[src/glb_param_pkg.sv]
/*
 * Data path widths, depths and the vector types of the configuration loader.
 * Imported by every module that carries addresses, words or counts.
 */
package glb_param_pkg;

    // two banks, top tile address bit picks one
    localparam int NUM_BANKS       = 2;
    localparam int BANK_ADDR_WIDTH = 10;
    localparam int GLB_ADDR_WIDTH  = 11;
    localparam int WORD_CNT_WIDTH  = 12;

    // bitstream word is fabric address over fabric data
    localparam int BANK_DATA_WIDTH = 64;
    localparam int CFG_ADDR_WIDTH  = 32;
    localparam int CFG_DATA_WIDTH  = 32;

    localparam int FIFO_DEPTH      = 4;

    typedef logic [GLB_ADDR_WIDTH-1:0]  glb_addr_t;
    typedef logic [BANK_ADDR_WIDTH-1:0] bank_addr_t;
    typedef logic [WORD_CNT_WIDTH-1:0]  word_count_t;
    typedef logic [BANK_DATA_WIDTH-1:0] bank_data_t;
    typedef logic [CFG_ADDR_WIDTH-1:0]  cfg_addr_t;
    typedef logic [CFG_DATA_WIDTH-1:0]  cfg_data_t;
    typedef logic [2:0]                 fifo_count_t;

endpackage

[src/glb_cfg_writer.sv]
/*
 * Consumer side of the loader. Presents the FIFO head as a fabric write,
 * pops on the completed handshake and pulses done after the last write.
 */
`timescale 1ns/10ps

module glb_cfg_writer
    import glb_param_pkg::*;
(
    input  logic        clk,
    input  logic        reset,
    input  logic        start_pulse,
    input  word_count_t num_words,
    input  logic        fifo_empty,
    input  bank_data_t  fifo_rd_data,
    output logic        fifo_pop,
    output logic        cfg_wr,
    output cfg_addr_t   cfg_addr,
    output cfg_data_t   cfg_data,
    input  logic        cfg_ready,
    output logic        done_pulse
);

    logic        active;
    word_count_t remaining;
    logic        wr_done;

    // head stays put until popped, so addr/data hold under stall
    assign cfg_wr   = active && !fifo_empty;
    assign wr_done  = cfg_wr && cfg_ready;
    assign fifo_pop = wr_done;
    assign cfg_addr = fifo_rd_data[BANK_DATA_WIDTH-1 -: CFG_ADDR_WIDTH];
    assign cfg_data = fifo_rd_data[CFG_DATA_WIDTH-1:0];

    always_ff @(posedge clk or posedge reset) begin
        if (reset) begin
            active     <= 1'b0;
            remaining  <= '0;
            done_pulse <= 1'b0;
        end else begin
            done_pulse <= 1'b0;
            if (start_pulse) begin
                remaining  <= num_words;
                active     <= (num_words != '0);
                // empty load finishes right away
                done_pulse <= (num_words == '0);
            end else if (wr_done) begin
                remaining <= remaining - 1'b1;
                if (remaining == word_count_t'(1)) begin
                    active     <= 1'b0;
                    done_pulse <= 1'b1;
                end
            end
        end
    end

endmodule

[config.mk]
export PLATFORM = sky130hd
export DESIGN_NAME = glb_cfg_writer
export DESIGN_NICKNAME = d
export VERILOG_FILES = /design/src/glb_param_pkg.sv /design/src/glb_cfg_writer.sv
export SDC_FILE = /design/constraint.sdc
export NUM_CORES = 1
export LEC_CHECK = 0
export ABC_AREA = 1
export BUFFER_PORTS_ARGS = -buffer_cell sky130_fd_sc_hd__buf_4
export CAP_MARGIN = 0
export CORE_MARGIN = 1.5
export CORE_UTILIZATION = 40
export CTS_CLUSTER_SIZE = 40
export DETAILED_ROUTE_END_ITERATION = 7
export PLACE_DENSITY = 0.86
export SYNTH_ARGS = -nofsm -noshare
export SYNTH_HDL_FRONTEND = slang
export SYNTH_SLANG_ARGS = --single-unit
export TNS_END_PERCENT = 10
[constraint.sdc]
create_clock -name clk -period 2.24 [get_ports clk]
set_clock_uncertainty 0.2 [all_clocks]
set_input_delay 0.448 -clock clk [delete_from_list [all_inputs] [get_ports clk]]
set_output_delay 0.448 -clock clk [all_outputs]
set_load 0.02 [all_outputs]
# After elaboration in Yosys (flattened, before gate mapping)
# Cells that the tools add are included.
# totals
regBits,14
out_inout_bits,67
elab_cells,21
# op_classes
add_sub_neg,1
n_eq_ne,1
n_mux,8
reduce_logical,8
# ops
op,n
12-bit two-way mux,2
12-bit by 1-bit equality test with 1-bit output (second input constant),1
12-bit zero test,1
12-bit nonzero test,1
12-bit by 1-bit subtractor with 12-bit output (second input constant),1
1-bit two-way mux,6
2-bit nonzero test,2
1-bit logical AND,2
2-bit AND reduction,1
1-bit zero test,1

# Longest topological paths before layout
# Gate-level depths: netlist of the first run.
# logic_depth
ltp_word,5
depth_mapped,9
depth_no_buf,9

# Worst setup path before layout of the first run
# No wires, ideal clock.
# synth_timing
path_kind,input-to-output
startpoint,in fifo_empty
endpoint,out fifo_pop
t_arrival_ns,0.916
required_ns,1.592
slack_ns,0.676
path_stages,3
n_path_buf,0
cell_sequence,nor2_4 nand2_4 inv_1
# synth_via
elab_chain_len,3
# synth_rtl
item,line,source
start: declaration,glb_cfg_writer.sv:14,"input logic fifo_empty,"
1-bit zero test,glb_cfg_writer.sv:29,assign cfg_wr = active && !fifo_empty;
1-bit logical AND,glb_cfg_writer.sv:29,
1-bit logical AND,glb_cfg_writer.sv:30,assign wr_done = cfg_wr && cfg_ready;
end: declaration,glb_cfg_writer.sv:16,"output logic fifo_pop,"
# No other way between the ends.

# Final worst setup path of the first run
# layout_timing
startpoint,reg active
endpoint,out fifo_pop
# layout_via
elab_chain_len,2
# layout_rtl
item,line,source
start: declaration,glb_cfg_writer.sv:24,logic active;
start signal: assignment,glb_cfg_writer.sv:44,active <= (num_words != '0);
1-bit logical AND,glb_cfg_writer.sv:29,
1-bit logical AND,glb_cfg_writer.sv:30,
# No other way between the ends.

==> results of run 1 <==
final cells by class:
| class | count | area [um^2] | share of cell area, % |
|---|---|---|---|
| inverter | 33 | 126 | 9.56 |
| tap | 48 | 60.1 | 4.54 |
| multi-input combinational | 98 | 602 | 45.5 |
| clock buffer | 3 | 41.3 | 3.12 |
| sequential | 14 | 350 | 26.5 |
| timing repair buffer | 19 | 143 | 10.8 |
metal layers:
| metal | vias to the layer above | part of all wire [%] | track usage [%] |
|---|---|---|---|
| met5 | - | 0 | 0 |
| met4 | 0 | 6.6 | 14.8 |
| met3 | 23 | 6.2 | 2.73 |
| met2 | 38 | 48 | 24.4 |
| met1 | 515 | 39 | 17.2 |
| li1 | 514 | - | - |
critical path, cell delays in order (launching register included):
cell and delay (ns):
dfrtp_1 0.36, inv_2 0.05, nor2_4 0.11, nand2_4 0.10
inv_1 0.07, buf_4 0.13
worst max-delay path by stage:
stage / end / slack, ns / depth (start not counted)
final: fifo_pop / 0.52 / 5
after global placement: fifo_pop / 0.61 / 5
after floorplan: fifo_pop / 0.68 / 3
after CTS: fifo_pop / 0.50 / 5
after global routing: fifo_pop / 0.45 / 5
after detailed placement: fifo_pop / 0.60 / 5
per-stage QoR:
stage | setup slack (ns) | util, % | instances | power [uW]
global route | 0.446 | 35.6 | 215 | 782
finish | 0.520 | 35.6 | 215 | 738
CTS | 0.501 | 35.6 | 215 | 743
detailed placement | 0.595 | 34.5 | 212 | 532
floorplan | 0.676 | - | 211 | 634
global placement | 0.615 | 34.5 | 212 | 525
state kept, by name, indices dropped and copies added, names as in the netlist:
signal / count
remaining: 12
active: 1
done_pulse: 1
logic make-up after synthesis:
group                      Yosys count  share of synthesized area (%)
adders and majority gates            2                           1.58
AOI/OAI and AO/OA                   16                           6.88
xor gates and xnor gates             3                           1.66
buffers and inverters               99                           39.8
and+or+nand+nor                     77                           27.9
DFF                                 14                           22.2
placed cells by master, fill, tap and decap left out, types with 2 or more instances in the layout:
cell / count
nand2_1: 25
o211ai_1: 3
nand2_4: 2
o22ai_1: 5
inv_1: 27
dfrtp_1: 14
nand2_2: 2
nor2_2: 2
ha_1: 2
nand4_1: 5
nor3_1: 4
o21ai_1: 4
nor2_1: 12
buf_4: 19
nor4_1: 2
nor2_8: 2
nor2_4: 4
xor2_1: 3
clkbuf_8: 3
nand3_1: 13
inv_2: 5
power groups by stage:
| stage | Sequential (uW) | Clock, uW | Combinational (uW) |
|---|---|---|---|
| CTS | 310 | 214 | 219 |
| global route | 315 | 225 | 243 |
| global placement | 313 | 0 | 212 |
| finish | 311 | 208 | 219 |
| floorplan | 306 | 0 | 328 |
| detailed placement | 314 | 0 | 218 |
==> results.md, run 1 <==
* Leak pwr at 0.000673 uW
* Worst-path clk slew at 0.06 ns
* Critical Path End Type: output pin
* First-pass GRT wire length at 5000 um
* Total routed wirelength at 3030 um
* Hold/Removal Path Class: in2async
* Switch share at 34.6%
* Antenna Cells at 0
* Mapped Nets at 294
* Final setup viols at 0
* Startpoint Class: register
* Gr usage total at 15.4%
* Yosys cell types at 30
* Reg power frac at 42.1%
* Hold_buf cts at 0
* Placed Area at 1280 um^2
* Most used flip-flop cell after synthesis: dfrtp_1
* Worst setup path start: active
* Synth cell count leaders: buf_4, inv_1, nand2_1, dfrtp_1, nand3_1
* Vias at 1090
* Number of flops mapped to enable cells by yosys at 0
* VDD IR-drop max at 0.000304 V
* RD Place Congestion at 0.922
* FF-to-FF Start: remaining[0]
* First-pass iteration count of the detailed router at 5
* Most instantiated library cell after synthesis: buf_4
* Postcts setup bufs at 0
* Root Driver: clkbuf_8
* Slew margin rel. at 63.7%
* Clk pwr share at 28.2%
* Core Area at 3720 um^2
* F_max at 0.582 GHz
* Slew Limit Fails at 0
* Syn-to-layout area delta at -16.4%
* Reg2reg setup slack at 0.65 ns
* Post_cts resized at 0
* Post-synthesis sequential area ratio at 22.2%
* Post-synth top area share at 30.4%
* P_int at 483 uW
* Depth of the worst register-to-register path at 9
* Post-Synthesis Cells at 211
* Final period utilization at 76.8%
* Die area at 4340 um^2
* Post-layout min period at 1.72 ns
* P_sw at 255 uW
* Rows at 22
* Max_cap viols at 0
* Hold_ws at 0.0453 ns
* Critical Path AT at 1.07 ns
* Status: complete, no violations
* CTS Buffer Depth at 2
* Detail Placement HPWL at 2410 um
* Max Fanout on Critical Path at 5
* Port bufs at 19
* RSZ-0062 raised after global routing: no
* Share of cells above drive strength 1 at 26.9%
* Largest net degree at the start of global routing at 15
* Worst-margin pin slew at 0.544 ns
* Vias in the first global route at 1107
* Leading area contributor after synthesis: buf_4
* Final nets at 252
* Crit path kind: reg2out
* Iter 0 DRT Violations at 45
* Routed Antenna Nets at 0
* Post-synthesis register bit count at 14
* Final Hold Fails at 0
* CTS tree: yes
* Worst-Skew Late Latency at 0.25 ns
* # IOs at 148
* Synth area leaders: buf_4, dfrtp_1, inv_1
* Initial antenna violation count at 0
* Grt ovf at 0
* CTS buffer count at 3
* Fill cell count at 374
* Worst R2R End: remaining[10]
* Drt wl/cell at 14.1 um
* PD cells at 558 nW/um^2
* H-tree depth at 1
* Vias per Instance at 5.07
* Data required time of the worst path at 1.59 ns
* DIE WIDTH at 65.9 um
* Synth Cell Area at 1580 um^2
* Setup TNS at 0 ns
* Comb power frac at 29.7%
* Sink Count at 14
* Remaining DRCs at 0
* Initial cell density of the core at 42.6%
* Yosys warns at 0
* Syn Area/Cell at 7.50 um^2
* Asr flop ratio synth at 100%
* Chip height at 65.9 um
* Finished layout cell area at 1320 um^2
Power figures use the tool's default switching activity.
==> inputs of run 2 (changes only) <==
Settings changed: CORE_UTILIZATION 40 to 37, PLACE_DENSITY 0.86 to 0.81.
Clock period 2.24 ns to 1.7 ns, I/O delays scaled along.
==> results.md, run 2 (synthesis results as in run 1) <==
* Worst-margin pin slew at 0.571 ns (was 0.544 ns)
* Critical Path AT at 1.07 ns (about the same)
* Postcts setup bufs at 0 (unchanged)
* Final Hold Fails at 0 (unchanged)
* Largest net degree at the start of global routing at 15 (unchanged)
* Most frequent cells in the layout: inv_1, nand2_1, buf_4 (unchanged)
* CTS tree: yes (unchanged)
* Setup TNS at 0 ns (unchanged)
* First-pass GRT wire length at 4990 um (was 5000 um)
* Post-layout min period at 1.61 ns
* Routed wl met3 at 268 um (was 187 um)
* Top Layer Used: met4 (unchanged)
* Grt ovf at 0 (unchanged)
* Data required time of the worst path at 1.16 ns (was 1.59 ns)
* Crit path kind: reg2out (unchanged)
* Finished layout cell area at 1340 um^2 (was 1320 um^2)
* Leak pwr at 0.000678 uW (was 0.000673 uW)
* Drt wl/cell at 14.1 um (about the same)
* Layout Utilization at 32.9% (was 35.6%)
* Top reg by flops: remaining (unchanged)
* # IOs at 148 (unchanged)
* Routed Antenna Nets at 0 (unchanged)
* Root Driver: clkbuf_8 (unchanged)
* Core Area at 4060 um^2 (was 3720 um^2)
* Most common cell after layout, fill and taps aside: inv_1 (unchanged)
* Hold/Removal Path Class: in2reg (was in2async)
* Status: complete, no violations (unchanged)
* Max_cap viols at 0 (unchanged)
* Syn-to-layout area delta at -15.6% (was -16.4%)
* Gr usage total at 14.4% (was 15.4%)
* Worst-path clk slew at 0.06 ns (about the same)
* Final nets at 253 (was 252)
* Chip height at 68.4 um (was 65.9 um)
* Slew margin rel. at 61.9% (was 63.7%)
* VDD IR-drop max at 0.000347 V (was 0.000304 V)
* CTS buffer count at 3 (unchanged)
* RSZ-0062 raised after global routing: no (unchanged)
* Total routed wirelength at 3070 um (was 3030 um)
* CTS Buffer Depth at 2 (unchanged)
* Layout Cells excl Fill at 218 (was 215)
* Worst-Skew Late Latency at 0.25 ns (about the same)
* First-pass iteration count of the detailed router at 4 (was 5)
* Sink Count at 14 (unchanged)
* Vias per Instance at 5.09 (was 5.07)
* Met1 Routed Length at 1200 um (was 1170 um)
* F_max at 0.622 GHz
* Vias in the first global route at 1067 (was 1107)
* Slowest stage delay, CP at 0.39 ns (was 0.36 ns)
* Remaining DRCs at 0 (unchanged)
* Final period utilization at 94.5%
* Post_cts resized at 0 (unchanged)
* Rows at 23 (was 22)
* Final WS setup at 0.0927 ns (was 0.520 ns)
* Storage cell area at 350 um^2 (unchanged)
* Die area at 4680 um^2 (was 4340 um^2)
* Critical-path top delay cell: dfrtp_1 (unchanged)
* Placed Area at 1280 um^2 (about the same)
* DIE WIDTH at 68.4 um (was 65.9 um)
* Flip-flop count of the largest register after layout at 12 (unchanged)
* Setup Slack @ Placement at 0.166 ns (was 0.595 ns)
* Port bufs at 19 (unchanged)
* Met2 wire len at 1370 um (was 1460 um)
* Antenna Cells at 0 (unchanged)
* H-tree depth at 1 (unchanged)
* Detail Placement HPWL at 2410 um (about the same)
* Largest regs: remaining: 12 flops, active: 1 flops, done_pulse: 1 flops (unchanged)
* Initial cell density of the core at 39.0% (was 42.6%)
* Iter 0 DRT Violations at 50 (was 45)
* Fill cell count at 421 (was 374)
* Share of cells above drive strength 1 at 26.8% (was 26.9%)
* RD Place Congestion at 0.867 (was 0.922)
* Critical Path End Type: output pin (unchanged)
* Multi-input logic area at 602 um^2 (unchanged)
* Initial antenna violation count at 0 (unchanged)
* PD cells at 734 nW/um^2 (was 558 nW/um^2)
* Final setup viols at 0 (unchanged)
* Vias at 1109 (was 1090)
* Startpoint Class: register (unchanged)
* Slew Limit Fails at 0 (unchanged)
* Max Fanout on Critical Path at 5 (unchanged)
* Placed Cells at 214 (was 212)
* Worst path cell trace: inv_2 > nor2_4 > nand2_4 > inv_1 > buf_4 (unchanged)
==> run 2: cell count changes in the layout (fill, tap and decap cells not counted) <==
cell / previous run / this run
dlygate4sd3_1: 0 / 1
==> run 2: timing repair <==
item                                    in CTS  in global routing
endpoints found under the hold margin       14                  0
endpoints found under the setup margin       0                  0
hold buffers                                 1                  0
==> run 2: path summary, 6_finish.rpt <==
kind	from	to	slack, ns	cells after the start
setup / recovery	active	fifo_pop	0.09	5
hold / removal	num_words[9]	remaining[9]	0.11	3
setup reg to reg	remaining[0]	remaining[10]	0.16	9
hold reg to reg	remaining[1]	remaining[1]	0.33	2
max in group asynchronous	reset	done_pulse	0.42	3
min in group asynchronous	reset	remaining[6]	0.51	3
==> run 2: power by group <==
part	internal, uW	switching (uW)
clock network	157	124
logic	112	177
registers	368	41.7
==> run 2: routing by layer <==
layer	vias to the layer above	track usage, %
li1	519	-
met1	513	17.2
met2	48	21.3
met3	29	2.63
met4	0	13.8
met5	-	0
==> run 2: through the flow <==
stage          power, uW  hold slack [ns]
5_1_grt             1040            0.139
2_1_floorplan        835           0.0292
3_3_place_gp         691            0.243
6_report             980            0.114
3_5_place_dp         702            0.246
4_1_cts              987            0.116
==> run 2: worst max-delay path: cells and delay by family, from the launching register on <==
kind / cells / cell delay (ns)
DFF: 1 / 0.39
buffers and inverters: 3 / 0.28
and+or+nand+nor: 2 / 0.15
==> run 2: cell type report <==
| class | instances | share of cell area (%) |
|---|---|---|
| Multi-Input combinational cell | 98 | 45.1 |
| Sequential cell | 14 | 26.2 |
| Tap cell | 50 | 4.69 |
| Inverter | 33 | 9.47 |
| Timing Repair Buffer | 20 | 11.4 |
| Clock buffer | 3 | 3.09 |
==> inputs of run 3 (changes only) <==
Settings changed: CORE_UTILIZATION 37 to 40, PLACE_DENSITY 0.81 to 0.86.
Clock period 1.7 ns to 2 ns, I/O delays scaled along.
==> results.md, run 3 (synthesis results as in run 1) <==
* Critical-path top delay cell: dfrtp_1 (unchanged)
* H-tree depth at 1 (unchanged)
* CTS buffer count at 3 (unchanged)
* Most frequent cells in the layout: inv_1, nand2_1, buf_4 (unchanged)
* First-pass GRT wire length at 5040 um (was 4990 um)
* Antenna Cells at 0 (unchanged)
* Grt ovf at 0 (unchanged)
* Final period utilization at 83.1%
* Setup TNS at 0 ns (unchanged)
* Top reg by flops: remaining (unchanged)
* Post-layout min period at 1.66 ns
* Delay-heaviest family, CP: flip-flops (unchanged)
* Drt wl/cell at 14.2 um (was 14.1 um)
* Most common cell after layout, fill and taps aside: inv_1 (unchanged)
* Worst-Skew Late Latency at 0.25 ns (about the same)
* Routed Antenna Nets at 0 (unchanged)
* Postcts setup bufs at 0 (unchanged)
* Worst-path clk slew at 0.06 ns (about the same)
* F_max at 0.602 GHz
* Die area at 4340 um^2 (was 4680 um^2)
* Rows at 22 (was 23)
* # IOs at 148 (unchanged)
* Crit path kind: reg2out (unchanged)
* Total routed wirelength at 3070 um (about the same)
* Vias at 1137 (was 1109)
* Root Driver: clkbuf_8 (unchanged)
* Post_cts resized at 0 (unchanged)
* Slew Limit Fails at 0 (unchanged)
* Finished layout cell area at 1340 um^2 (about the same)
* Vias per Instance at 5.26 (was 5.09)
* Critical Path AT at 1.06 ns (was 1.07 ns)
* RD Place Congestion at 0.927 (was 0.867)
* DIE WIDTH at 65.9 um (was 68.4 um)
* Final nets at 252 (was 253)
* Hold_buf cts at 0 (was 1)
* Final setup viols at 0 (unchanged)
* Worst-margin pin slew at 0.556 ns (was 0.571 ns)
* Port bufs at 19 (unchanged)
* Buf/Inv on CP at 3 (unchanged)
* Status: complete, no violations (unchanged)
* Max_cap viols at 0 (unchanged)
* Multi-input logic area at 602 um^2 (unchanged)
* CTS Buffer Depth at 2 (unchanged)
* Final Hold Fails at 0 (unchanged)
* Worst path cell trace: inv_2 > nor2_4 > nand2_4 > inv_1 > buf_4 (unchanged)
* Hold/Removal Path Class: in2async (was in2reg)
* Flip-flop count of the largest register after layout at 12 (unchanged)
* Fill cell count at 393 (was 421)
* Max Fanout on Critical Path at 5 (unchanged)
* Iter 0 DRT Violations at 53 (was 50)
* VDD IR-drop max at 0.000639 V (was 0.000347 V)
* Initial cell density of the core at 42.6% (was 39.0%)
* Leak pwr at 0.000681 uW (was 0.000678 uW)
* Sink Count at 14 (unchanged)
* Gr usage total at 15.2% (was 14.4%)
* Startpoint Class: register (unchanged)
* Layout Utilization at 36.0% (was 32.9%)
* Critical Path End Type: output pin (unchanged)
* Detail Placement HPWL at 2370 um (was 2410 um)
* Placed Area at 1280 um^2 (about the same)
* Remaining DRCs at 0 (unchanged)
* Core Area at 3720 um^2 (was 4060 um^2)
* PD cells at 652 nW/um^2 (was 734 nW/um^2)
* Slew margin rel. at 62.9% (was 61.9%)
* RSZ-0062 raised after global routing: no (unchanged)
* Largest regs: remaining: 12 flops, active: 1 flops, done_pulse: 1 flops (unchanged)
* Data required time of the worst path at 1.40 ns (was 1.16 ns)
* Vias in the first global route at 1116 (was 1067)
* Largest net degree at the start of global routing at 15 (unchanged)
* First-pass iteration count of the detailed router at 4 (unchanged)
* Initial antenna violation count at 0 (unchanged)
* Share of cells above drive strength 1 at 27.4% (was 26.8%)
* CTS tree: yes (unchanged)
* Syn-to-layout area delta at -15.5% (was -15.6%)
* Slowest stage delay, CP at 0.38 ns (was 0.39 ns)
* Storage cell area at 350 um^2 (unchanged)
* Chip height at 65.9 um (was 68.4 um)
## run 3: cell types whose count changed in the layout (fill, tap and decap cells not counted)
cell           previous run  this run
clkbuf_8                  3         4
dlygate4sd3_1             1         0
## run 3: report_power, final
group / switching [uW] / total, uW / internal [uW]
Sequential: 34.8 / 348 / 313
Combinational: 152 / 246 / 94.3
Clock: 103 / 278 / 174
## run 3: final cells by class
type / count / share of cell area (%)
repair buffers: 19 / 10.7
inverters: 33 / 9.46
flip-flops and latches: 14 / 26.2
multi-input cells: 98 / 45.0
clock buffers: 4 / 4.12
well taps: 48 / 4.49
## run 3: worst register-to-register path: stages, from the launching register on
cell and delay [ns]:
dfrtp_1 0.39, inv_1 0.14, ha_1 0.22, nand2_2 0.10, nor3_1 0.29, o211ai_1 0.12
## run 3: worst paths after layout
kind	start	endpoint	slack, ns	depth (start not counted)
min in group clk	num_words[9]	remaining[9]	0.19	3
max in group asynchronous	reset	remaining[3]	1.22	2
max reg2reg	remaining[0]	remaining[6]	0.41	5
max	active	fifo_pop	0.34	5
min reg2reg	remaining[1]	remaining[1]	0.32	2
min	reset	remaining[8]	0.009	2
## run 3: layer usage
layer	share of wire, %	track usage (%)	up-vias
li1	-	-	515
met1	36	16.3	537
met2	47	25.0	62
met3	9.0	3.75	23
met4	7.2	12.5	0
met5	0	0	-
## run 3: stage by stage
stage	std cells	total power [uW]	worst slack, ns	hold WS (ns)
after global routing	216	923	0.287	0.0715
after floorplan	211	710	0.532	0.0892
final	216	872	0.338	0.00862
after CTS	216	875	0.326	0.0325
after global placement	212	587	0.468	0.281
after detailed placement	212	595	0.451	0.299
